## config.mk

```make
export PLATFORM = sky130hd
export DESIGN_NAME = bus_arbiter_flat
export DESIGN_NICKNAME = d
export VERILOG_FILES = /design/src/rtl/bus_pkg.sv /design/src/rtl/mem_bus_if.sv /design/src/rtl/bus_arbiter.sv /design/src/flat_wrapper.sv
export SDC_FILE = /design/constraint.sdc
export NUM_CORES = 1
export LEC_CHECK = 0
export CAP_MARGIN = 20
export CORE_AREA = 3 3 200 202
export CTS_CLUSTER_DIAMETER = 30
export DETAILED_ROUTE_END_ITERATION = 7
export DIE_AREA = 0 0 203 205
export DONT_BUFFER_PORTS = 1
export HOLD_SLACK_MARGIN = 0.02
export PLACE_DENSITY = 0.3
export SLEW_MARGIN = 20
export SYNTH_ARGS = -nofsm -noshare
export SYNTH_HDL_FRONTEND = slang
export SYNTH_SLANG_ARGS = --single-unit
```

## constraint.sdc

```tcl
create_clock -name clk_i -period 4 [get_ports clk_i]
set_input_delay 0.8 -clock clk_i [delete_from_list [all_inputs] [get_ports clk_i]]
set_output_delay 0.8 -clock clk_i [all_outputs]
set_load 0.02 [all_outputs]
```

## src/rtl/bus_pkg.sv

```systemverilog
`default_nettype none

package bus_pkg;

  localparam int unsigned AddrWidth    = 32;
  localparam int unsigned DataWidth    = 64;
  localparam int unsigned StrbWidth    = DataWidth / 8;
  localparam int unsigned ByteOffWidth = $clog2(StrbWidth);

  typedef logic [AddrWidth-1:0] addr_t;
  typedef logic [DataWidth-1:0] data_t;
  typedef logic [StrbWidth-1:0] strb_t;

  // Master index on the shared bus
  typedef logic mst_idx_t;
  localparam mst_idx_t MstCore = 1'b0;
  localparam mst_idx_t MstDbg  = 1'b1;

  typedef enum logic [1:0] {
    TGT_ROM,
    TGT_SRAM,
    TGT_CLINT,
    TGT_ERR
  } tgt_sel_e;

  // Merge enabled bytes of new_val into old_val
  function automatic data_t apply_be(data_t old_val, data_t new_val, strb_t be);
    data_t res;
    res = old_val;
    for (int i = 0; i < StrbWidth; i++) begin
      if (be[i]) begin
        res[8*i +: 8] = new_val[8*i +: 8];
      end
    end
    return res;
  endfunction

endpackage

`default_nettype wire

```

## src/rtl/mem_bus_if.sv

```systemverilog
`timescale 1ns/10ps
`default_nettype none

interface mem_bus_if import bus_pkg::*; ();

  // Request side
  logic  req;
  logic  we;
  addr_t addr;
  strb_t be;
  data_t wdata;

  // Grant and response side
  logic  gnt;
  logic  rvalid;
  data_t rdata;
  logic  err;

  modport mst (
    output req, we, addr, be, wdata,
    input  gnt, rvalid, rdata, err
  );

  modport slv (
    input  req, we, addr, be, wdata,
    output gnt, rvalid, rdata, err
  );

endinterface

`default_nettype wire

```

## src/rtl/bus_arbiter.sv

```systemverilog
`timescale 1ns/10ps
`default_nettype none

module bus_arbiter import bus_pkg::*; (
  input  logic   clk_i,
  input  logic   rst_ni,
  mem_bus_if.slv core_bus,
  mem_bus_if.slv dbg_bus,
  mem_bus_if.mst shared_bus
);

  mst_idx_t winner;
  mst_idx_t last_q;
  mst_idx_t owner_q;
  logic     core_owns;
  logic     dbg_owns;

  // Under contention the master not granted last wins
  always_comb begin
    if (core_bus.req && dbg_bus.req) begin
      winner = (last_q == MstCore) ? MstDbg : MstCore;
    end else if (dbg_bus.req) begin
      winner = MstDbg;
    end else begin
      winner = MstCore;
    end
  end

  // ------------------------------------------------
  // Request path
  // ------------------------------------------------
  assign shared_bus.req   = core_bus.req | dbg_bus.req;
  assign shared_bus.we    = (winner == MstDbg) ? dbg_bus.we    : core_bus.we;
  assign shared_bus.addr  = (winner == MstDbg) ? dbg_bus.addr  : core_bus.addr;
  assign shared_bus.be    = (winner == MstDbg) ? dbg_bus.be    : core_bus.be;
  assign shared_bus.wdata = (winner == MstDbg) ? dbg_bus.wdata : core_bus.wdata;

  assign core_bus.gnt = shared_bus.gnt & core_bus.req & (winner == MstCore);
  assign dbg_bus.gnt  = shared_bus.gnt & dbg_bus.req & (winner == MstDbg);

  always_ff @(posedge clk_i or negedge rst_ni) begin
    if (!rst_ni) begin
      // Core goes first after reset
      last_q  <= MstDbg;
      owner_q <= MstCore;
    end else begin
      owner_q <= winner;
      if (shared_bus.gnt) begin
        last_q <= winner;
      end
    end
  end

  // ------------------------------------------------
  // Response path
  // ------------------------------------------------
  assign core_owns = (owner_q == MstCore);
  assign dbg_owns  = (owner_q == MstDbg);

  assign core_bus.rvalid = shared_bus.rvalid & core_owns;
  assign core_bus.rdata  = core_owns ? shared_bus.rdata : '0;
  assign core_bus.err    = shared_bus.err & core_owns;

  assign dbg_bus.rvalid = shared_bus.rvalid & dbg_owns;
  assign dbg_bus.rdata  = dbg_owns ? shared_bus.rdata : '0;
  assign dbg_bus.err    = shared_bus.err & dbg_owns;

endmodule

`default_nettype wire

```

## src/flat_wrapper.sv

```systemverilog
// flat-port wrapper written by rule: the top's interface ports become plain ports
module bus_arbiter_flat import bus_pkg::*;
  (clk_i, rst_ni, core_bus_req, core_bus_we, core_bus_addr, core_bus_be, core_bus_wdata, core_bus_gnt, core_bus_rvalid, core_bus_rdata, core_bus_err, dbg_bus_req, dbg_bus_we, dbg_bus_addr, dbg_bus_be, dbg_bus_wdata, dbg_bus_gnt, dbg_bus_rvalid, dbg_bus_rdata, dbg_bus_err, shared_bus_req, shared_bus_we, shared_bus_addr, shared_bus_be, shared_bus_wdata, shared_bus_gnt, shared_bus_rvalid, shared_bus_rdata, shared_bus_err);
  mem_bus_if core_bus_i ();
  mem_bus_if dbg_bus_i ();
  mem_bus_if shared_bus_i ();
  input  logic clk_i;
  input  logic rst_ni;
  input wire logic [$bits(core_bus_i.req)-1:0] core_bus_req;
  input wire logic [$bits(core_bus_i.we)-1:0] core_bus_we;
  input wire logic [$bits(core_bus_i.addr)-1:0] core_bus_addr;
  input wire logic [$bits(core_bus_i.be)-1:0] core_bus_be;
  input wire logic [$bits(core_bus_i.wdata)-1:0] core_bus_wdata;
  output wire logic [$bits(core_bus_i.gnt)-1:0] core_bus_gnt;
  output wire logic [$bits(core_bus_i.rvalid)-1:0] core_bus_rvalid;
  output wire logic [$bits(core_bus_i.rdata)-1:0] core_bus_rdata;
  output wire logic [$bits(core_bus_i.err)-1:0] core_bus_err;
  input wire logic [$bits(dbg_bus_i.req)-1:0] dbg_bus_req;
  input wire logic [$bits(dbg_bus_i.we)-1:0] dbg_bus_we;
  input wire logic [$bits(dbg_bus_i.addr)-1:0] dbg_bus_addr;
  input wire logic [$bits(dbg_bus_i.be)-1:0] dbg_bus_be;
  input wire logic [$bits(dbg_bus_i.wdata)-1:0] dbg_bus_wdata;
  output wire logic [$bits(dbg_bus_i.gnt)-1:0] dbg_bus_gnt;
  output wire logic [$bits(dbg_bus_i.rvalid)-1:0] dbg_bus_rvalid;
  output wire logic [$bits(dbg_bus_i.rdata)-1:0] dbg_bus_rdata;
  output wire logic [$bits(dbg_bus_i.err)-1:0] dbg_bus_err;
  output wire logic [$bits(shared_bus_i.req)-1:0] shared_bus_req;
  output wire logic [$bits(shared_bus_i.we)-1:0] shared_bus_we;
  output wire logic [$bits(shared_bus_i.addr)-1:0] shared_bus_addr;
  output wire logic [$bits(shared_bus_i.be)-1:0] shared_bus_be;
  output wire logic [$bits(shared_bus_i.wdata)-1:0] shared_bus_wdata;
  input wire logic [$bits(shared_bus_i.gnt)-1:0] shared_bus_gnt;
  input wire logic [$bits(shared_bus_i.rvalid)-1:0] shared_bus_rvalid;
  input wire logic [$bits(shared_bus_i.rdata)-1:0] shared_bus_rdata;
  input wire logic [$bits(shared_bus_i.err)-1:0] shared_bus_err;
  assign core_bus_i.req = core_bus_req;
  assign core_bus_i.we = core_bus_we;
  assign core_bus_i.addr = core_bus_addr;
  assign core_bus_i.be = core_bus_be;
  assign core_bus_i.wdata = core_bus_wdata;
  assign core_bus_gnt = core_bus_i.gnt;
  assign core_bus_rvalid = core_bus_i.rvalid;
  assign core_bus_rdata = core_bus_i.rdata;
  assign core_bus_err = core_bus_i.err;
  assign dbg_bus_i.req = dbg_bus_req;
  assign dbg_bus_i.we = dbg_bus_we;
  assign dbg_bus_i.addr = dbg_bus_addr;
  assign dbg_bus_i.be = dbg_bus_be;
  assign dbg_bus_i.wdata = dbg_bus_wdata;
  assign dbg_bus_gnt = dbg_bus_i.gnt;
  assign dbg_bus_rvalid = dbg_bus_i.rvalid;
  assign dbg_bus_rdata = dbg_bus_i.rdata;
  assign dbg_bus_err = dbg_bus_i.err;
  assign shared_bus_req = shared_bus_i.req;
  assign shared_bus_we = shared_bus_i.we;
  assign shared_bus_addr = shared_bus_i.addr;
  assign shared_bus_be = shared_bus_i.be;
  assign shared_bus_wdata = shared_bus_i.wdata;
  assign shared_bus_i.gnt = shared_bus_gnt;
  assign shared_bus_i.rvalid = shared_bus_rvalid;
  assign shared_bus_i.rdata = shared_bus_rdata;
  assign shared_bus_i.err = shared_bus_err;
  bus_arbiter u_core (.clk_i(clk_i), .rst_ni(rst_ni), .core_bus(core_bus_i), .dbg_bus(dbg_bus_i), .shared_bus(shared_bus_i));
endmodule
```

==> results.md <==
* Status: finished, final reports clean
* Htree depth at 1
* Yosys cell types at 16
* WL final at 19050 um
* First-pass GRT wire length at 21540 um
* Critical Path Source Type: input pin
* Initial core utilization at 6.066%
* Fin crit share at 70.80%
* Rel. slew slack at 35.06%
* Share of cells above drive strength 1 at 45.42%
* Post-Syn Instances at 272
* Total track usage at 7.892%
* FP Rows at 72
* Cell Area, Synth at 2333 sq um
* Final Hold Viols at 0
* Pwr Total at 0.7585 mW
* Pwr/cell area at 255.9 nW/um^2
* Routed wire per std cell at 24.33 um
* Final Util at 7.706%
* Seq cells post-synth at 2
* Largest net degree at the start of global routing at 133
* Total gr overflow at 0
* CTS resizes at 0
* Io pins at 521
* Required time of the critical path at 3200 ps
* Hold Path Class: input pin to asynchronous set/reset pin
* Maxcap violations at 0
* Final ANT Viol Nets at 0
* Part of the power in registers at 6.6%
* R2r endpoint: u_core.last_q$_DFFE_PN1P_
* Setup Viol. Count Final at 0
* Syn. warnings at 0
* Synthesized net count at 553
* Crit Path Class: input pin to output pin
* Critical path data arrival time at 2030 ps
* Cell Int Power at 0.3192 mW
* Logic gate share of total power at 72.6%
* Switching power at 0.4393 mW
* # port buffers at 0
* Worst-path clk slew at 30 ps
* Worst ir drop on vdd at 0.09477 mV
* Unrepaired setup endpoints after global routing: false
* Total CTS buffers at 3
* Syn Area/Cell at 8.579 sq um
* Post-CTS setup buffer count at 0
* Tightest Pin Transition at 974.1 ps
* Die width at 203 um
* Longest Clk Path Bufs at 2
* Layout area overhead at 27.02%
* Crit. End Element: output pin
* CTS sink cnt at 2
* Power share of the clock group at 20.8%
* R2r setup slk at 2590 ps
* DRC at 0
* Root buffer cell: clkbuf_16
* Hold WS at 274.3 ps
* Clk_lat worst skew at 220 ps
* R2r worst-path depth at 3
* Setup TNS Final at 0 ps
* FMAX at 0.3531 GHz
* Leak Pwr at 0.9000 nW
* Number of global-route vias before repair at 2028
* Total die area at 41620 sq um
* Die H at 205 um
* Max Transition Viols Final at 0
* Switching share of power at 57.91%
* Vias per cell at 2.852
* Max FO, Critical Path at 108
* Post-CTS Hold Buffers at 0
* Final Skew at 0.4176 ps
* Drt pass-1 iters at 4
* GP Congestion at 0.7809
* # nets final at 533
* Via Count at 2233
* R2r startpoint: u_core.last_q$_DFFE_PN1P_
* Seq/Total Area, Yosys at 2.198%
* Min Tclk post-route at 2832 ps
* Core area at 38470 sq um
* First-iteration detailed-routing DRC count at 61
* Initial antenna violation count at 38
* CTS tree: done
-- worst max-delay path, cell delays in order --
cell	delay [ps]
a21boi_4	170
buf_12	470
mux2_2	500
-- metal layers --
layer  vias to the layer above  share of wire, %  track usage, %
met5                         -               1.6               0
met4                        48               2.3           2.079
met3                        66                16           5.864
met2                       313                51           14.70
met1                       926                28           6.601
li1                        880                 -               -
-- power groups by stage --
stage / logic (mW) / registers [mW] / clock network, mW
3_3_place_gp: 0.556 / 0.0507 / 0
6_report: 0.551 / 0.0500 / 0.158
5_1_grt: 0.572 / 0.0539 / 0.163
3_5_place_dp: 0.557 / 0.0509 / 0
2_1_floorplan: 0.522 / 0.0255 / 0
4_1_cts: 0.559 / 0.0508 / 0.161
-- layout by cell type, fill, tap and decap left out, drive strengths merged --
cell type and instances:
a21oi 1, clkbuf 4, dfstp 1, buf 1
nand2 1, a21boi 1, dfrtp 1, nor2b 66
or2 1, mux2 106, and2 67, inv 1
diode 14
-- cell type report --
| type | count | area (sq um) |
|---|---|---|
| fill | 4496 | 35500 |
| multi-input combinational | 243 | 2123 |
| tap | 518 | 648.1 |
| clock buffer | 4 | 78.83 |
| sequential | 2 | 55.05 |
| antenna | 14 | 35.03 |
| timing repair buffer | 1 | 20.02 |
| inverter | 1 | 3.754 |
-- synthesized netlist by cell type --
cell      instances  area (sq um)
a21boi_2          1         11.26
clkbuf_1         13         48.80
mux2_2           89          1002
a21oi_1           1         5.000
inv_1             1         3.750
nand2_1           1         3.750
nor2b_1          66         412.9
and2_1           67         419.2
buf_2             1         5.000
buf_6             3         33.78
or2_2             1         6.260
buf_8             1         15.01
dfrtp_1           1         25.02
mux2_4           17         255.2
buf_4             8         60.06
dfstp_2           1         26.28
-- metrics by stage --
| stage | setup slack (ps) | std cells | cell area [sq um] |
|---|---|---|---|
| 6_report | 1168 | 783 | 2964 |
| 5_1_grt | 1138 | 779 | 2954 |
| 4_1_cts | 1179 | 769 | 2929 |
| 3_5_place_dp | 1177 | 765 | 2850 |
| 3_3_place_gp | 1201 | 765 | 2850 |
| 2_1_floorplan | 1500 | 272 | 2333 |
-- state kept, by name, summed over array words and instances, names as in the netlist --
| name | flops |
|---|---|
| u_core.last_q | 1 |
| u_core.dbg_owns | 1 |
-- worst max path at each step --
stage	start	end	cells after the start
6_report	dbg_bus_req	shared_bus_addr[10]	3
5_1_grt	dbg_bus_req	shared_bus_addr[10]	3
4_1_cts	dbg_bus_req	shared_bus_wdata[47]	3
3_5_place_dp	dbg_bus_req	shared_bus_wdata[47]	3
3_3_place_gp	dbg_bus_req	shared_bus_wdata[47]	3
2_1_floorplan	dbg_bus_req	shared_bus_addr[14]	5
-- logic make-up after synthesis --
| group | count (synthesis) | synth area share (%) |
|---|---|---|
| compound gates | 2 | 0.6968 |
| flops | 2 | 2.198 |
| simple gates | 135 | 36.09 |
| mux | 106 | 53.89 |
| buf+inv | 27 | 7.131 |
(Power assumes the default switching activity.)
