## src/rtl/bus_pkg.sv

```systemverilog
`default_nettype none

package bus_pkg;

  localparam int unsigned AddrWidth    = 32;
  localparam int unsigned DataWidth    = 64;
  localparam int unsigned StrbWidth    = DataWidth / 8;
  localparam int unsigned ByteOffWidth = $clog2(StrbWidth);

  typedef logic [AddrWidth-1:0] addr_t;
  typedef logic [DataWidth-1:0] data_t;
  typedef logic [StrbWidth-1:0] strb_t;

  // Master index on the shared bus
  typedef logic mst_idx_t;
  localparam mst_idx_t MstCore = 1'b0;
  localparam mst_idx_t MstDbg  = 1'b1;

  typedef enum logic [1:0] {
    TGT_ROM,
    TGT_SRAM,
    TGT_CLINT,
    TGT_ERR
  } tgt_sel_e;

  // Merge enabled bytes of new_val into old_val
  function automatic data_t apply_be(data_t old_val, data_t new_val, strb_t be);
    data_t res;
    res = old_val;
    for (int i = 0; i < StrbWidth; i++) begin
      if (be[i]) begin
        res[8*i +: 8] = new_val[8*i +: 8];
      end
    end
    return res;
  endfunction

endpackage

`default_nettype wire

```

## src/rtl/soc_map_pkg.sv

```systemverilog
`default_nettype none

package soc_map_pkg;

  // ------------------------------------------------
  // Boot ROM
  // ------------------------------------------------
  localparam logic [31:0] RomBase     = 32'h0001_0000;
  localparam int unsigned RomWords    = 512;
  localparam logic [31:0] RomLength   = 32'(RomWords * 8);
  localparam int unsigned RomIdxWidth = $clog2(RomWords);

  // Word k reads as signature XOR k
  localparam logic [63:0] RomSignature = 64'h0000_0013_0000_0013;

  // ------------------------------------------------
  // SRAM
  // ------------------------------------------------
  localparam logic [31:0] SramBase   = 32'h8000_0000;
  localparam int unsigned SramWords  = 2048;
  localparam logic [31:0] SramLength = 32'(SramWords * 8);

  // Last SRAM word doubles as the exit word
  localparam logic [31:0] ExitAddr = SramBase + 32'h0000_3FF8;

  // ------------------------------------------------
  // CLINT
  // ------------------------------------------------
  localparam logic [31:0] ClintBase        = 32'h0200_0000;
  localparam logic [31:0] ClintLength      = 32'h0000_C000;
  localparam logic [31:0] ClintMsipOff     = 32'h0000_0000;
  localparam logic [31:0] ClintMtimecmpOff = 32'h0000_4000;
  localparam logic [31:0] ClintMtimeOff    = 32'h0000_BFF8;

endpackage

`default_nettype wire

```

## src/rtl/mem_bus_if.sv

```systemverilog
`timescale 1ns/10ps
`default_nettype none

interface mem_bus_if import bus_pkg::*; ();

  // Request side
  logic  req;
  logic  we;
  addr_t addr;
  strb_t be;
  data_t wdata;

  // Grant and response side
  logic  gnt;
  logic  rvalid;
  data_t rdata;
  logic  err;

  modport mst (
    output req, we, addr, be, wdata,
    input  gnt, rvalid, rdata, err
  );

  modport slv (
    input  req, we, addr, be, wdata,
    output gnt, rvalid, rdata, err
  );

endinterface

`default_nettype wire

```

## src/rtl/clint_timer.sv

```systemverilog
`timescale 1ns/10ps
`default_nettype none

module clint_timer import bus_pkg::*, soc_map_pkg::*; (
  input  logic   clk_i,
  input  logic   rst_ni,
  input  logic   rtc_i,
  mem_bus_if.slv bus,
  output logic   timer_irq_o,
  output logic   ipi_o
);

  addr_t      offset;
  logic       hit_msip;
  logic       hit_cmp;
  logic       hit_time;
  logic       wr_en;
  data_t      rd_word;
  logic [2:0] rtc_q;
  logic       rtc_rise;
  logic       tick_q;
  data_t      mtime_q;
  data_t      mtimecmp_q;
  logic       msip_q;
  logic       rvalid_q;
  data_t      rdata_q;

  // ------------------------------------------------
  // RTC synchronizer and edge detect
  // ------------------------------------------------
  // Two sync flops plus one history flop
  assign rtc_rise = rtc_q[1] & ~rtc_q[2];

  always_ff @(posedge clk_i or negedge rst_ni) begin
    if (!rst_ni) begin
      rtc_q  <= '0;
      tick_q <= 1'b0;
    end else begin
      rtc_q  <= {rtc_q[1:0], rtc_i};
      tick_q <= rtc_rise;
    end
  end

  // ------------------------------------------------
  // Register access
  // ------------------------------------------------
  assign offset   = bus.addr - ClintBase;
  assign hit_msip = (offset[31:3] == ClintMsipOff[31:3]);
  assign hit_cmp  = (offset[31:3] == ClintMtimecmpOff[31:3]);
  assign hit_time = (offset[31:3] == ClintMtimeOff[31:3]);
  assign wr_en    = bus.req & bus.we;

  always_comb begin
    if (hit_msip) begin
      rd_word = data_t'(msip_q);
    end else if (hit_cmp) begin
      rd_word = mtimecmp_q;
    end else if (hit_time) begin
      rd_word = mtime_q;
    end else begin
      rd_word = '0;
    end
  end

  always_ff @(posedge clk_i or negedge rst_ni) begin
    if (!rst_ni) begin
      mtime_q    <= '0;
      // All ones keeps the timer interrupt quiet
      mtimecmp_q <= '1;
      msip_q     <= 1'b0;
      rvalid_q   <= 1'b0;
    end else begin
      rvalid_q <= bus.req;
      if (tick_q) begin
        mtime_q <= mtime_q + 1'b1;
      end
      if (wr_en && hit_cmp) begin
        mtimecmp_q <= apply_be(mtimecmp_q, bus.wdata, bus.be);
      end
      if (wr_en && hit_msip && bus.be[0]) begin
        msip_q <= bus.wdata[0];
      end
    end
  end

  always_ff @(posedge clk_i) begin
    if (bus.req) begin
      rdata_q <= bus.we ? '0 : rd_word;
    end
  end

  assign bus.gnt    = bus.req;
  assign bus.rvalid = rvalid_q;
  assign bus.rdata  = rdata_q;
  assign bus.err    = 1'b0;

  assign timer_irq_o = (mtime_q >= mtimecmp_q);
  assign ipi_o       = msip_q;

endmodule

`default_nettype wire

```

## src/flat_wrapper.sv

```systemverilog
// flat-port wrapper written by rule: the top's interface ports become plain ports
module clint_timer_flat import bus_pkg::*, soc_map_pkg::*;
  (clk_i, rst_ni, rtc_i, timer_irq_o, ipi_o, bus_req, bus_we, bus_addr, bus_be, bus_wdata, bus_gnt, bus_rvalid, bus_rdata, bus_err);
  mem_bus_if bus_i ();
  input  logic clk_i;
  input  logic rst_ni;
  input  logic rtc_i;
  output logic timer_irq_o;
  output logic ipi_o;
  input wire logic [$bits(bus_i.req)-1:0] bus_req;
  input wire logic [$bits(bus_i.we)-1:0] bus_we;
  input wire logic [$bits(bus_i.addr)-1:0] bus_addr;
  input wire logic [$bits(bus_i.be)-1:0] bus_be;
  input wire logic [$bits(bus_i.wdata)-1:0] bus_wdata;
  output wire logic [$bits(bus_i.gnt)-1:0] bus_gnt;
  output wire logic [$bits(bus_i.rvalid)-1:0] bus_rvalid;
  output wire logic [$bits(bus_i.rdata)-1:0] bus_rdata;
  output wire logic [$bits(bus_i.err)-1:0] bus_err;
  assign bus_i.req = bus_req;
  assign bus_i.we = bus_we;
  assign bus_i.addr = bus_addr;
  assign bus_i.be = bus_be;
  assign bus_i.wdata = bus_wdata;
  assign bus_gnt = bus_i.gnt;
  assign bus_rvalid = bus_i.rvalid;
  assign bus_rdata = bus_i.rdata;
  assign bus_err = bus_i.err;
  clint_timer u_core (.clk_i(clk_i), .rst_ni(rst_ni), .rtc_i(rtc_i), .bus(bus_i), .timer_irq_o(timer_irq_o), .ipi_o(ipi_o));
endmodule
```

## config.mk

```make
export PLATFORM = sky130hd
export DESIGN_NAME = clint_timer_flat
export DESIGN_NICKNAME = d
export VERILOG_FILES = /design/src/rtl/bus_pkg.sv /design/src/rtl/soc_map_pkg.sv /design/src/rtl/mem_bus_if.sv /design/src/rtl/clint_timer.sv /design/src/flat_wrapper.sv
export SDC_FILE = /design/constraint.sdc
export NUM_CORES = 1
export LEC_CHECK = 0
export BUFFER_PORTS_ARGS = -buffer_cell sky130_fd_sc_hd__buf_2
export CAP_MARGIN = 30
export CORE_ASPECT_RATIO = 1.25
export CORE_MARGIN = 10
export CORE_UTILIZATION = 42
export DETAILED_ROUTE_END_ITERATION = 12
export SETUP_SLACK_MARGIN = 0.2
export SKIP_CTS_REPAIR_TIMING = 1
export SYNTH_ARGS = -nofsm -noshare
export SYNTH_HDL_FRONTEND = slang
export SYNTH_SLANG_ARGS = --single-unit
```

## constraint.sdc

```tcl
create_clock -name clk_i -period 4.84 [get_ports clk_i]
set_clock_uncertainty 0.1 [all_clocks]
set_input_delay 0.242 -clock clk_i [delete_from_list [all_inputs] [get_ports clk_i]]
set_output_delay 0.242 -clock clk_i [all_outputs]
set_load 0.02 [all_outputs]
```

==> flow_metrics.py <==
metrics = {
    "setup_path": {
        "crit_fanout": 3,
        "worstReg2RegStart": "u_core.mtime_q[8]$_DFFE_PN0P_",
        "r2r_slack_ns": 2.00,
        "worstPathArrival_ns": 3.12,
        "path_class": "flip-flop to primary output",
        "worstRegToRegCells": 6,
        "critPathLaunchType": "flip-flop",
        "rr_endpoint": "u_core.mtime_q[63]$_DFFE_PN0P_",
        "crit_required_ns": 4.50,
        "critPathCaptureType": "primary output",
    },
    "final_layout": {
        "final_util": 0.528,
        "diodes": 0,
        "syn_to_final_growth_pct": 24.0,
        "nets": 1290,
        "drive_above_1_share": 0.314,
    },
    "timing": {
        "tns_ns": 0,
        "period_share": 0.716,
        "fmax_mhz": 289,
        "setup_viol": 0,
        "period_minus_slack_ns": 3.46,
        "relSlewSlack": 0.470,
        "finalHoldViolations": 0,
        "report.final.slew_viol_count": 0,
        "rsz0062_at_grt": "false",
        "tightest_slew_ns": 0.789,
    },
    "global_routing": {
        "grt_max_degree": 65,
        "grt.total_usage": 0.168,
        "grt_overflow": 0,
        "grt_first_pass_wirelength_um": 40300,
        "antenna_found_initial": 0,
        "grt_pass1_vias": 7653,
    },
    "synthesis": {
        "synth.largest_area_cell": "edfxtp_1",
        "synth_top_area_frac": 0.191,
        "synth_edf_count": 64,
        "synth_seq_cells": 198,
        "ys_seq_area_frac": 0.532,
        "syn_inst": 878,
        "synth.area.top_cells": "edfxtp_1 (19%), dfrtp_1 (17%), dfstp_2 (17%), ha_1 (8.1%), mux2_2 (7.5%)",
        "synth_ff_type": "dfrtp_1",
        "avgSynthCellArea_sq_um": 11.5,
        "netlist_area_sq_um": 10100,
        "synth.distinct_cells": 49,
        "yosys_warnings": 0,
        "ys_async_sr_fraction": 0.677,
        "synth.net_count": 1052,
    },
    "job": {
        "cap_violations": 0,
    },
    "place": {
        "place_hpwl_um": 18400,
        "io_buffers": 173,
        "gp_congestion": 0.819,
    },
    "worst_hold_path": {
        "hold_path.class": "input port to flip-flop",
        "hold-path-cell-count": 2,
        "min_to": "u_core.bus.rdata[0]$_SDFFCE_PP0P_",
        "hold_start": "bus_we",
    },
    "clock_network": {
        "cts.sinks": 198,
        "htree_levels": 4,
        "cts_tree": "yes",
        "clk_pin_slew_ns": 0.08,
        "cts_made_buffers": 17,
        "clk-insertion-delay-late_ns": 0.45,
        "clockBufferDepth": 2,
        "clockRootBuffer": "clkbuf_16",
    },
    "die": {
        "core.rowCount": 63,
        "coreArea_sq_um": 23600,
        "die_h_um": 193,
        "die_width_um": 159,
        "initial_core_util": 0.426,
        "io_pins": 178,
        "fp.dieArea_sq_um": 30600,
    },
    "drt": {
        "drt_first_iter_violations": 337,
        "wl_per_cell_um": 17.9,
        "vias": 7518,
        "drtAntennaViolNets": 0,
        "totalWireLength_um": 25500,
        "remaining_drc_errors": 0,
        "drt-pass1-iter-count": 4,
        "viasPerCell": 5.29,
    },
    "power": {
        "p_per_area_nw_per_um2": 284,
        "ir_drop_mv": 0.228,
        "cellLeakagePower_nw": 5.35,
        "total_power_mw": 3.54,
    },
    "status": {
        "status": "finished clean",
    },
}
-- area by class of cell --
class	count	area [sq um]
clock buffers	18	429
clock inverters	14	116
fillers	2150	11200
inverters	70	263
multi-input cells	581	4350
flip-flops and latches	198	5360
well taps	292	365
repair buffers	248	1610
-- Yosys cell counts (3+ instances only) --
master	count
nor2b_1	5
nand4_1	42
buf_2	4
and2_1	6
buf_1	3
dfrtp_1	70
xor2_1	23
nand2_1	41
and4_1	6
a211oi_1	3
a22oi_1	65
dfstp_2	64
mux2_2	67
and3_1	9
a21oi_1	23
nand3_1	30
inv_1	70
edfxtp_1	64
nor4_1	15
a21o_1	3
nor2_1	90
nor3_1	11
ha_1	65
o21ai_0	10
xnor2_1	40
clkbuf_1	20
-- layer usage --
metal  GRT usage  part of all wire  vias up
li1            -                 -     3642
met1       0.197              0.42     3722
met2       0.292              0.52      126
met3      0.0404             0.045       28
met4      0.0603             0.020        0
met5           0                 0        -
-- logic make-up after synthesis --
kind of cell,count (synthesis),synth area share
multiplexers,67,0.0749
other,1,0.000372
buffers and inverters,99,0.0381
flip-flops,198,0.532
AND/OR/NAND/NOR,273,0.143
AO/OA/AOI/OAI,112,0.0764
adder cells (fa/ha/maj),65,0.0807
XOR/XNOR,63,0.0548
-- worst max-delay path by stage --
stage                                                 start                                end  slack (ns)
after global placement                         bus_addr[20]  u_core.mtimecmp_q[33]$_DFFE_PN1P_        1.69
after detailed placement                       bus_addr[27]  u_core.mtimecmp_q[35]$_DFFE_PN1P_        1.62
final                     u_core.mtimecmp_q[49]$_DFFE_PN1P_                        timer_irq_o        1.38
after global routing      u_core.mtimecmp_q[49]$_DFFE_PN1P_                        timer_irq_o        1.26
after CTS                 u_core.mtimecmp_q[49]$_DFFE_PN1P_                        timer_irq_o        1.37
after floorplan           u_core.mtimecmp_q[49]$_DFFE_PN1P_                        timer_irq_o        2.39
-- flip-flops by register name, summed over array words and instances, names as in the netlist --
register and count:
u_core.bus.rdata 64, u_core.mtime_q 64, u_core.mtimecmp_q 64, u_core.rtc_q 3, u_core.bus.rvalid 1, u_core.ipi_o 1
u_core.tick_q 1
-- cells in the final DEF, fill, tap and decap left out, types with 3 or more instances in the layout --
cell type and count:
clkinv_4 3, nand3_1 30, nand2_1 41, and2_1 5, nor2_1 90, ha_1 65, a211oi_1 3, o21ai_0 10
mux2_2 67, a22oi_1 65, buf_2 171, and3_1 9, inv_6 6, nor2b_1 5, and4_1 6, xor2_1 23
dfstp_2 64, buf_4 10, a21oi_1 23, xnor2_1 40, clkbuf_16 17, dfrtp_1 70, nor4_1 15, nor3_1 11
edfxtp_1 64, dlygate4sd3_1 66, nand4_1 42, a21o_1 3, inv_1 70
-- where the power goes --
group	internal, mW	switching, mW	total [mW]
Sequential	1.78	0.0585	1.84
Combinational	0.151	0.201	0.352
Clock	0.674	0.680	1.35
Total	2.60	0.939	3.54
-- per-stage QoR --
stage	setup WS, ns	instance area [sq um]	hold WS (ns)	std cells
global route	1.26	12500	0.121	1421
global placement	1.69	11300	0.224	1322
floorplan	2.39	10100	-0.154	878
finish	1.38	12500	0.118	1421
detailed placement	1.62	11300	0.227	1323
CTS	1.37	11800	-0.265	1355
-- critical path: stages, from the launching register on --
cell and delay (ns):
dfstp_2 0.56, inv_1 0.04, ha_1 0.30, a21o_1 0.18
nand3_1 0.07, a21oi_1 0.06, or4_1 0.56, a221oi_1 0.48
nand3_1 0.21, buf_2 0.21
Power figures use the tool's default switching activity.
