**src/rtl/bus_pkg.sv**
```systemverilog
`default_nettype none

package bus_pkg;

  localparam int unsigned AddrWidth    = 32;
  localparam int unsigned DataWidth    = 64;
  localparam int unsigned StrbWidth    = DataWidth / 8;
  localparam int unsigned ByteOffWidth = $clog2(StrbWidth);

  typedef logic [AddrWidth-1:0] addr_t;
  typedef logic [DataWidth-1:0] data_t;
  typedef logic [StrbWidth-1:0] strb_t;

  // Master index on the shared bus
  typedef logic mst_idx_t;
  localparam mst_idx_t MstCore = 1'b0;
  localparam mst_idx_t MstDbg  = 1'b1;

  typedef enum logic [1:0] {
    TGT_ROM,
    TGT_SRAM,
    TGT_CLINT,
    TGT_ERR
  } tgt_sel_e;

  // Merge enabled bytes of new_val into old_val
  function automatic data_t apply_be(data_t old_val, data_t new_val, strb_t be);
    data_t res;
    res = old_val;
    for (int i = 0; i < StrbWidth; i++) begin
      if (be[i]) begin
        res[8*i +: 8] = new_val[8*i +: 8];
      end
    end
    return res;
  endfunction

endpackage

`default_nettype wire

```
**src/rtl/soc_map_pkg.sv**
```systemverilog
`default_nettype none

package soc_map_pkg;

  // ------------------------------------------------
  // Boot ROM
  // ------------------------------------------------
  localparam logic [31:0] RomBase     = 32'h0001_0000;
  localparam int unsigned RomWords    = 512;
  localparam logic [31:0] RomLength   = 32'(RomWords * 8);
  localparam int unsigned RomIdxWidth = $clog2(RomWords);

  // Word k reads as signature XOR k
  localparam logic [63:0] RomSignature = 64'h0000_0013_0000_0013;

  // ------------------------------------------------
  // SRAM
  // ------------------------------------------------
  localparam logic [31:0] SramBase   = 32'h8000_0000;
  localparam int unsigned SramWords  = 2048;
  localparam logic [31:0] SramLength = 32'(SramWords * 8);

  // Last SRAM word doubles as the exit word
  localparam logic [31:0] ExitAddr = SramBase + 32'h0000_3FF8;

  // ------------------------------------------------
  // CLINT
  // ------------------------------------------------
  localparam logic [31:0] ClintBase        = 32'h0200_0000;
  localparam logic [31:0] ClintLength      = 32'h0000_C000;
  localparam logic [31:0] ClintMsipOff     = 32'h0000_0000;
  localparam logic [31:0] ClintMtimecmpOff = 32'h0000_4000;
  localparam logic [31:0] ClintMtimeOff    = 32'h0000_BFF8;

endpackage

`default_nettype wire

```
**src/rtl/mem_bus_if.sv**
```systemverilog
`timescale 1ns/10ps
`default_nettype none

interface mem_bus_if import bus_pkg::*; ();

  // Request side
  logic  req;
  logic  we;
  addr_t addr;
  strb_t be;
  data_t wdata;

  // Grant and response side
  logic  gnt;
  logic  rvalid;
  data_t rdata;
  logic  err;

  modport mst (
    output req, we, addr, be, wdata,
    input  gnt, rvalid, rdata, err
  );

  modport slv (
    input  req, we, addr, be, wdata,
    output gnt, rvalid, rdata, err
  );

endinterface

`default_nettype wire

```
**src/rtl/boot_rom.sv**
```systemverilog
`timescale 1ns/10ps
`default_nettype none

module boot_rom import bus_pkg::*, soc_map_pkg::*; (
  input  logic   clk_i,
  input  logic   rst_ni,
  mem_bus_if.slv bus
);

  logic [RomIdxWidth-1:0] word_idx;
  logic                   rvalid_q;
  logic                   err_q;
  data_t                  rdata_q;

  assign word_idx = bus.addr[RomIdxWidth+ByteOffWidth-1:ByteOffWidth];

  // Always ready
  assign bus.gnt = bus.req;

  always_ff @(posedge clk_i or negedge rst_ni) begin
    if (!rst_ni) begin
      rvalid_q <= 1'b0;
      err_q    <= 1'b0;
    end else begin
      rvalid_q <= bus.req;
      err_q    <= bus.req & bus.we;
    end
  end

  // Content is generated from the word index
  always_ff @(posedge clk_i) begin
    if (bus.req) begin
      rdata_q <= bus.we ? '0 : (RomSignature ^ data_t'(word_idx));
    end
  end

  assign bus.rvalid = rvalid_q;
  assign bus.rdata  = rdata_q;
  assign bus.err    = err_q;

endmodule

`default_nettype wire

```
**src/flat_wrapper.sv**
```systemverilog
// flat-port wrapper written by rule: the top's interface ports become plain ports
module boot_rom_flat import bus_pkg::*, soc_map_pkg::*;
  (clk_i, rst_ni, bus_req, bus_we, bus_addr, bus_be, bus_wdata, bus_gnt, bus_rvalid, bus_rdata, bus_err);
  mem_bus_if bus_i ();
  input  logic clk_i;
  input  logic rst_ni;
  input wire logic [$bits(bus_i.req)-1:0] bus_req;
  input wire logic [$bits(bus_i.we)-1:0] bus_we;
  input wire logic [$bits(bus_i.addr)-1:0] bus_addr;
  input wire logic [$bits(bus_i.be)-1:0] bus_be;
  input wire logic [$bits(bus_i.wdata)-1:0] bus_wdata;
  output wire logic [$bits(bus_i.gnt)-1:0] bus_gnt;
  output wire logic [$bits(bus_i.rvalid)-1:0] bus_rvalid;
  output wire logic [$bits(bus_i.rdata)-1:0] bus_rdata;
  output wire logic [$bits(bus_i.err)-1:0] bus_err;
  assign bus_i.req = bus_req;
  assign bus_i.we = bus_we;
  assign bus_i.addr = bus_addr;
  assign bus_i.be = bus_be;
  assign bus_i.wdata = bus_wdata;
  assign bus_gnt = bus_i.gnt;
  assign bus_rvalid = bus_i.rvalid;
  assign bus_rdata = bus_i.rdata;
  assign bus_err = bus_i.err;
  boot_rom u_core (.clk_i(clk_i), .rst_ni(rst_ni), .bus(bus_i));
endmodule
```
**config.mk**
```make
export PLATFORM = sky130hd
export DESIGN_NAME = boot_rom_flat
export DESIGN_NICKNAME = d
export VERILOG_FILES = /design/src/rtl/bus_pkg.sv /design/src/rtl/soc_map_pkg.sv /design/src/rtl/mem_bus_if.sv /design/src/rtl/boot_rom.sv /design/src/flat_wrapper.sv
export SDC_FILE = /design/constraint.sdc
export NUM_CORES = 1
export LEC_CHECK = 0
export BUFFER_PORTS_ARGS = -buffer_cell sky130_fd_sc_hd__buf_2
export CORE_AREA = 2 2 67 69
export CTS_CLUSTER_SIZE = 8
export DETAILED_ROUTE_END_ITERATION = 8
export DIE_AREA = 0 0 69 71
export HOLD_SLACK_MARGIN = 0.12
export PLACE_DENSITY_LB_ADDON = 0.2
export SYNTH_ARGS = -nofsm -noshare
export SYNTH_HDL_FRONTEND = slang
export SYNTH_SLANG_ARGS = --single-unit
```
**constraint.sdc**
```tcl
create_clock -name clk_i -period 0.8 [get_ports clk_i]
set_clock_uncertainty 0.05 [all_clocks]
set_input_delay 0.12 -clock clk_i [delete_from_list [all_inputs] [get_ports clk_i]]
set_output_delay 0.12 -clock clk_i [all_outputs]
set_load 0.02 [all_outputs]
```
==> impl_metrics.ini, run 1 <==
[floorplanning]
start_util = 0.198
dieWidth_um = 69
num_rows = 24
die_h_um = 71
coreArea_um2 = 4200
io_pins = 175
die-area_um2 = 4900

[yosys]
synthTopCellsByArea = buf_4 50%, edfxtp_1 36%, dfrtp_1 6.0%
synth.mux.area_fraction = 0
syn-instance-count = 80
synth_xor_area_frac = 0
synth_top_family_by_area = buffers and inverters
synth-adder-area-share = 0
synth_area_leader_cell = buf_4
ys_seq_area_frac = 0.420
syn-mean-instance-area_um2 = 10.4
synthSimpleGateAreaFrac = 0.0661
synth_top_area_share = 0.505
ys_seq_elements = 12
synth_compound_area_frac = 0
ys.warnings.count = 0
synth_area_um2 = 833
synth_cell_types = 8

[placement]
io_buffers = 27
routabilityCongestion = 0.691
placed_cells = 154
dp_hpwl_um = 1070
dp_slack_ns = 0.0106

[timing]
fmax_ghz = 1.04
maxSlewViolCount = 0
rsz0062_at_grt = true
final-setup-viol-count = 14
fin_crit_ns = 0.966
fin_crit_sh = 1.21
finalHoldViolCount = 0
worst_slack_ns = -0.166
hold_ws_ns = 0.0971

[finish]
antennaDiodeCount = 0
final_cell_mix = 52 x conb_1, 21 x buf_2, 10 x edfxtp_1
layout_commonest_cell = conb_1
layoutNonFillerInstCount = 159
synthToLayoutAreaGrowth_pct = 7.21
final_util = 0.213
drive_above_1_share = 0.280
layout.nets = 216

[setup_path]
slowest_delay_ns = 0.39
cp_num_buf_inv = 1
criticalPathCategory = reg2out
arrival_ns = 0.80
cp-end-kind = output pin
crit_path_max_fanout = 3
crit_required_ns = 0.63
crit_chain = buf_2
cp_slowest_cell = edfxtp_1
crit_family = flip-flops
start_kind = register

[route]
postRouteAntennaNets = 0
via_per_inst = 2.70
wl_per_cell_um = 7.92
vias = 429
drtPass1Iterations = 4
drt_iter0_markers = 14
drc = 0
wl_um = 1260

[power_and_ir_drop]
p_int_w = 0.00117
ir_drop_uv = 383
swShare = 0.323
power.share.clock = 0.318
p_seq_frac = 0.431
power_leakage_nw = 0.461
p_per_area_nw_per_um2 = 1940
p_comb_frac = 0.251
p_total_w = 0.00173
switchingPower_w = 0.000559

[worst_hold_path]
hold_path.class = in2reg

[clocking]
root_buffer = clkbuf_8
cts_setup_buffers = 0
cts.clk_slew.worst_paths_ns = 0.05
clockBufferDepth = 2
clock-sinks = 12
cts_tree = yes
htree_levels = 1
cts_made_buffers = 3
cts_hold_buf = 1

[grt]
grt_pass1_vias = 321
grt_use_total = 0.0458
grt_start_max_net_pins = 14
grt_antenna_before_repair = 0
grt_first_pass_wirelength_um = 1670
grt_remaining_overflow = 0

[status]
violations = setup timing
status = complete, but fails checks

[flow_run]
maxCapViolCount = 0
[stage by stage]
step	setup TNS [ns]	area (µm²)
finish	-1.78	893
global route	-2.29	893
CTS	-1.97	885
detailed placement	0	805
global placement	0	805
floorplan	-0.102	1030
[worst paths after layout]
kind                                                    start                                end  cells after the start
setup / recovery           u_core.bus.rdata[33]$_SDFFCE_PP0P_                      bus_rdata[36]                      1
hold / removal                                    bus_addr[3]  u_core.bus.rdata[0]$_SDFFCE_PP0P_                      2
max in group asynchronous                              rst_ni        u_core.bus.rvalid$_DFF_PN0_                      2
min in group asynchronous                              rst_ni           u_core.bus.err$_DFF_PN0_                      2
[layout make-up]
type	count	area (µm²)
inverters	1	3.75
well taps	52	65.1
repair buffers	28	179
clock buffers	4	45.0
fillers	483	3310
flip-flops and latches	12	350
multi-input cells	62	250
[Yosys cell counts (all sizes together)]
master / n
conb: 1
edfxtp: 10
inv: 1
buf: 56
nor2b: 6
nor2: 3
and2: 1
dfrtp: 2
[power by group through the flow]
stage | clock [W] | combinational (W) | sequential [W]
after floorplan | 0 | 0.000463 | 0.000818
after global placement | 0 | 0.000406 | 0.000754
after detailed placement | 0 | 0.000408 | 0.000753
after CTS | 0.000577 | 0.000428 | 0.000745
after global routing | 0.000614 | 0.000458 | 0.000750
final | 0.000551 | 0.000435 | 0.000745
[cells by family (layout without fill, tap and decap cells)]
family,after synthesis,count (layout)
flip-flops,12,12
buffers and inverters,57,33
AND/OR/NAND/NOR,10,10
other,1,52
[timing repair]
item                                    CTS  global route
gates resized for setup                   8             3
hold endpoints to repair                  6             4
endpoints found under the setup margin   14            15
[registers in the layout, indices dropped and copies added, names as in the netlist]
signal             count
u_core.bus.err         1
u_core.bus.rdata      10
u_core.bus.rvalid      1
[layer usage]
layer  routed length [µm]  vias up  track usage
li1                     -      193            -
met1                  434      185       0.0464
met2                  590       49       0.0662
met3                  205        2       0.0199
met4                   29        0       0.0523
met5                    0        -            0
Note: power is estimated with default switching activity, not from simulation.
==> run 2: changes to the inputs <==
RECOVER_POWER = 100   (was not set)
==> run 2 against run 1 <==
  * The flow still finishes with violations (setup timing)
  * Worst hold slack is the same
  * Critical path depth is the same
  * Fmax unchanged
  * Global-route usage unchanged
  * Total power about the same
  * Clock power barely moved
  * Combinational power is essentially flat
  * Flip-flop and latch count stayed put
  * Design area fell by 0.28%
  * Largest power group unchanged
  * Highest routed layer unchanged
==> impl_metrics.ini, run 2 (same netlist as run 1, synthesis figures left out) <==
[route]
via_per_inst = 2.70
drtPass1Iterations = 4
drt_iter0_markers = 14
wl_met1_um = 437
dr_wl_met2_um = 589
wl_um = 1260
routed.top_layer = met4
postRouteAntennaNets = 0
drc = 0
vias = 429
routed-wl-met3_um = 205
wl_per_cell_um = 7.94

[placement]
dp_hpwl_um = 1070
io_buffers = 27
dp_slack_ns = 0.0106
placed_cells = 154
routabilityCongestion = 0.691
postPlaceCellArea_um2 = 805

[setup_path]
criticalPathCategory = reg2out
start_kind = register
cp_num_buf_inv = 1
cp-end-kind = output pin
crit_required_ns = 0.63
cp.depth = 1
arrival_ns = 0.80
cp-startpoint = u_core.bus.rdata[33]$_SDFFCE_PP0P_
crit_chain = buf_2
crit_family = flip-flops
cp_slowest_cell = edfxtp_1
crit_path_max_fanout = 3
slowest_delay_ns = 0.39

[timing]
fin_crit_ns = 0.966
rsz0062_at_grt = true
tns_ns = -1.78
worst_slack_ns = -0.166
fin_crit_sh = 1.21
finalHoldViolCount = 0
maxSlewViolCount = 0
fmax_ghz = 1.04
final-setup-viol-count = 14

[finish]
fill_cells = 481
antennaDiodeCount = 0
final_cell_mix = 52 x conb_1, 18 x buf_2, 10 x edfxtp_1
final_design_area_no_fill_um2 = 891
drive_above_1_share = 0.262
largest_reg_flops = 10
layout_commonest_cell = conb_1
layout.nets = 216
layoutNonFillerInstCount = 159
synthToLayoutAreaGrowth_pct = 6.91

[clocking]
htree_levels = 1
cts_setup_buffers = 0
cts.clk_slew.worst_paths_ns = 0.05
clockBufferDepth = 2
clock-sinks = 12
cts_hold_buf = 1
cts_tree = yes
cts_made_buffers = 3
root_buffer = clkbuf_8

[floorplanning]
die-area_um2 = 4900
start_util = 0.198
num_rows = 24
io_pins = 175
dieWidth_um = 69
die_h_um = 71
coreArea_um2 = 4200

[worst_hold_path]
min_to = u_core.bus.rdata[0]$_SDFFCE_PP0P_
min_path_cells = 2
hold_path.class = in2reg
worstHoldStart = bus_addr[3]

[status]
violations = setup timing
status = complete, but fails checks

[grt]
grt_start_max_net_pins = 14
grt_first_pass_wirelength_um = 1670
grt_remaining_overflow = 0
grt_antenna_before_repair = 0
grt_use_total = 0.0458
grt_pass1_vias = 321

[flow_run]
maxCapViolCount = 0

[power_and_ir_drop]
p_per_area_nw_per_um2 = 1940
ir_drop_uv = 383
power_leakage_nw = 0.456
## run 2: cell count changes in the layout (fill, tap and decap cells not counted)
cell / delta
buf_2: -3
clkbuf_1: +2
clkbuf_2: +1
## run 2: worst max path at each step
stage | slack [ns] | end
after floorplan | -0.05 | bus_rdata[33]
after global placement | 0.02 | bus_gnt
after detailed placement | 0.01 | bus_gnt
after CTS | -0.18 | bus_rdata[36]
after global routing | -0.21 | bus_rdata[36]
final | -0.17 | bus_rdata[36]
## run 2: routing by layer
| layer | vias up | global-route usage |
|---|---|---|
| met5 | - | 0 |
| met4 | 0 | 0.0523 |
| met3 | 2 | 0.0199 |
| met2 | 49 | 0.0662 |
| met1 | 185 | 0.0464 |
| li1 | 193 | - |
## run 2: timing repair
item                       in CTS  in global routing
gates cloned                    0                  0
setup endpoints to repair      14                 15
resized for setup               8                  3
hold endpoints to repair        6                  4
## run 2: cell type report
class	instances	area (µm²)	area share
flip-flops and latches	12	350	0.393
inverters	1	3.75	0.00421
clock buffers	4	45.0	0.0506
multi-input cells	62	250	0.281
repair buffers	28	176	0.198
well taps	52	65.1	0.0730
## run 2: metrics by stage
stage | utilization | hold WS (ns) | total power, W
floorplan | - | -0.226 | 0.00128
CTS | 0.210 | 0.0892 | 0.00175
finish | 0.212 | 0.0971 | 0.00173
global placement | 0.191 | -0.144 | 0.00116
detailed placement | 0.191 | -0.136 | 0.00116
global route | 0.212 | 0.0846 | 0.00182
## run 2: power breakdown
group	leakage (nW)	switching (W)	internal, W
combinational	0.312	0.000343	0.0000904
clock	0.0228	0.000202	0.000349
sequential	0.121	0.0000148	0.000731
total	0.456	0.000559	0.00117
==> run 3: changes to the inputs <==
MAX_ROUTING_LAYER = met4   (was not set)
==> run 3 against run 2 <==
  * The flow still finishes with violations (setup timing)
  * Setup slack unchanged
  * Fmax unchanged
  * Critical path depth unchanged
  * Sequential share of layout area unchanged
  * Die area unchanged
  * Combinational power about the same
  * Sequential power about the same
  * Via count unchanged
  * Count of clock-buffer cells in the layout unchanged
  * Cell count unchanged
  * Largest power group unchanged
  * Highest routed layer unchanged
==> impl_metrics.ini, run 3 (same netlist as run 1, synthesis figures left out) <==
[status]
status = complete, but fails checks
violations = setup timing

[route]
wl_met1_um = 462
dr_wl_met2_um = 589
wl_um = 1260
postRouteAntennaNets = 0
routed.top_layer = met4
via_per_inst = 2.70
vias = 429
drc = 0
drt_iter0_markers = 17
drtPass1Iterations = 4
routed-wl-met3_um = 180
wl_per_cell_um = 7.94

[timing]
rsz0062_at_grt = true
worst_slack_ns = -0.166
finalHoldViolCount = 0
fin_crit_ns = 0.966
final-setup-viol-count = 14
maxSlewViolCount = 0
fmax_ghz = 1.04
hold_ws_ns = 0.0971
fin_crit_sh = 1.21

[grt]
grt_remaining_overflow = 0
grt_first_pass_wirelength_um = 1660
grt_pass1_vias = 323
grt_use_total = 0.0472
grt_antenna_before_repair = 0
grt_start_max_net_pins = 14

[finish]
largest_reg_flops = 10
synthToLayoutAreaGrowth_pct = 6.91
final_util = 0.212
antennaDiodeCount = 0
drive_above_1_share = 0.262
layoutNonFillerInstCount = 159
layout.nets = 216
final_cell_mix = 52 x conb_1, 18 x buf_2, 10 x edfxtp_1
layout_commonest_cell = conb_1

[setup_path]
cp-end-kind = output pin
crit_family = flip-flops
arrival_ns = 0.80
cp_slowest_cell = edfxtp_1
crit_path_max_fanout = 3
crit_chain = buf_2
cp_num_buf_inv = 1
criticalPathCategory = reg2out
crit_required_ns = 0.63
start_kind = register
slowest_delay_ns = 0.39

[floorplanning]
coreArea_um2 = 4200
die_h_um = 71
start_util = 0.198
dieWidth_um = 69
die-area_um2 = 4900
num_rows = 24
io_pins = 175

[placement]
placed_cells = 154
dp_hpwl_um = 1070
io_buffers = 27
routabilityCongestion = 0.698

[clocking]
cts_made_buffers = 3
root_buffer = clkbuf_8
cts.clk_slew.worst_paths_ns = 0.05
cts_setup_buffers = 0
clockBufferDepth = 2
cts_hold_buf = 1
htree_levels = 1
clock-sinks = 12
cts_tree = yes

[worst_hold_path]
worstHoldStart = bus_addr[3]
min_to = u_core.bus.rdata[0]$_SDFFCE_PP0P_
min_path_cells = 2
hold_path.class = in2reg

[flow_run]
maxCapViolCount = 0

[power_and_ir_drop]
p_total_w = 0.00173
power_leakage_nw = 0.456
ir_drop_uv = 383
p_per_area_nw_per_um2 = 1940
[run 3: cell counts in the layout (fill, tap and decap cells not counted)]
Identical to the previous run, type by type.
[run 3: worst max path at each step]
stage	depth (start not counted)	start	end	slack [ns]
floorplan	1	u_core.bus.rdata[33]$_SDFFCE_PP0P_	bus_rdata[33]	-0.05
global placement	2	bus_req	bus_gnt	0.02
detailed placement	2	bus_req	bus_gnt	0.01
CTS	1	u_core.bus.rdata[33]$_SDFFCE_PP0P_	bus_rdata[36]	-0.18
global route	1	u_core.bus.rdata[33]$_SDFFCE_PP0P_	bus_rdata[36]	-0.21
finish	1	u_core.bus.rdata[33]$_SDFFCE_PP0P_	bus_rdata[36]	-0.17
[run 3: power by group]
group | leakage, nW | internal [W] | switching, W
registers | 0.121 | 0.000731 | 0.0000148
logic | 0.312 | 0.0000904 | 0.000343
clock network | 0.0228 | 0.000349 | 0.000202
total | 0.456 | 0.00117 | 0.000559
[run 3: routing by layer]
metal  GRT usage  vias to the layer above
li1            -                      193
met4      0.0523                        0
met5           -                        -
met2      0.0662                       49
met3      0.0157                        2
met1      0.0490                      185
[run 3: metrics by stage]
stage                     setup slack, ns  TNS (ns)  instance area [µm²]
after floorplan                   -0.0512    -0.102                 1030
after global placement             0.0183         0                  805
after detailed placement           0.0106         0                  805
after CTS                          -0.182     -1.97                  885
final                              -0.166     -1.78                  891
after global routing               -0.210     -2.29                  891
[run 3: layout make-up]
class / instances / area (µm²)
Inverter: 1 / 3.75
Tap cell: 52 / 65.1
Timing Repair Buffer: 28 / 176
Sequential cell: 12 / 350
Clock buffer: 4 / 45.0
Multi-Input combinational cell: 62 / 250
Fill cell: 481 / 3310
[run 3: repair_timing]
item	4_1_cts	5_1_grt
gates resized for setup	8	3
setup endpoints to repair	14	15
endpoints found under the hold margin	6	4
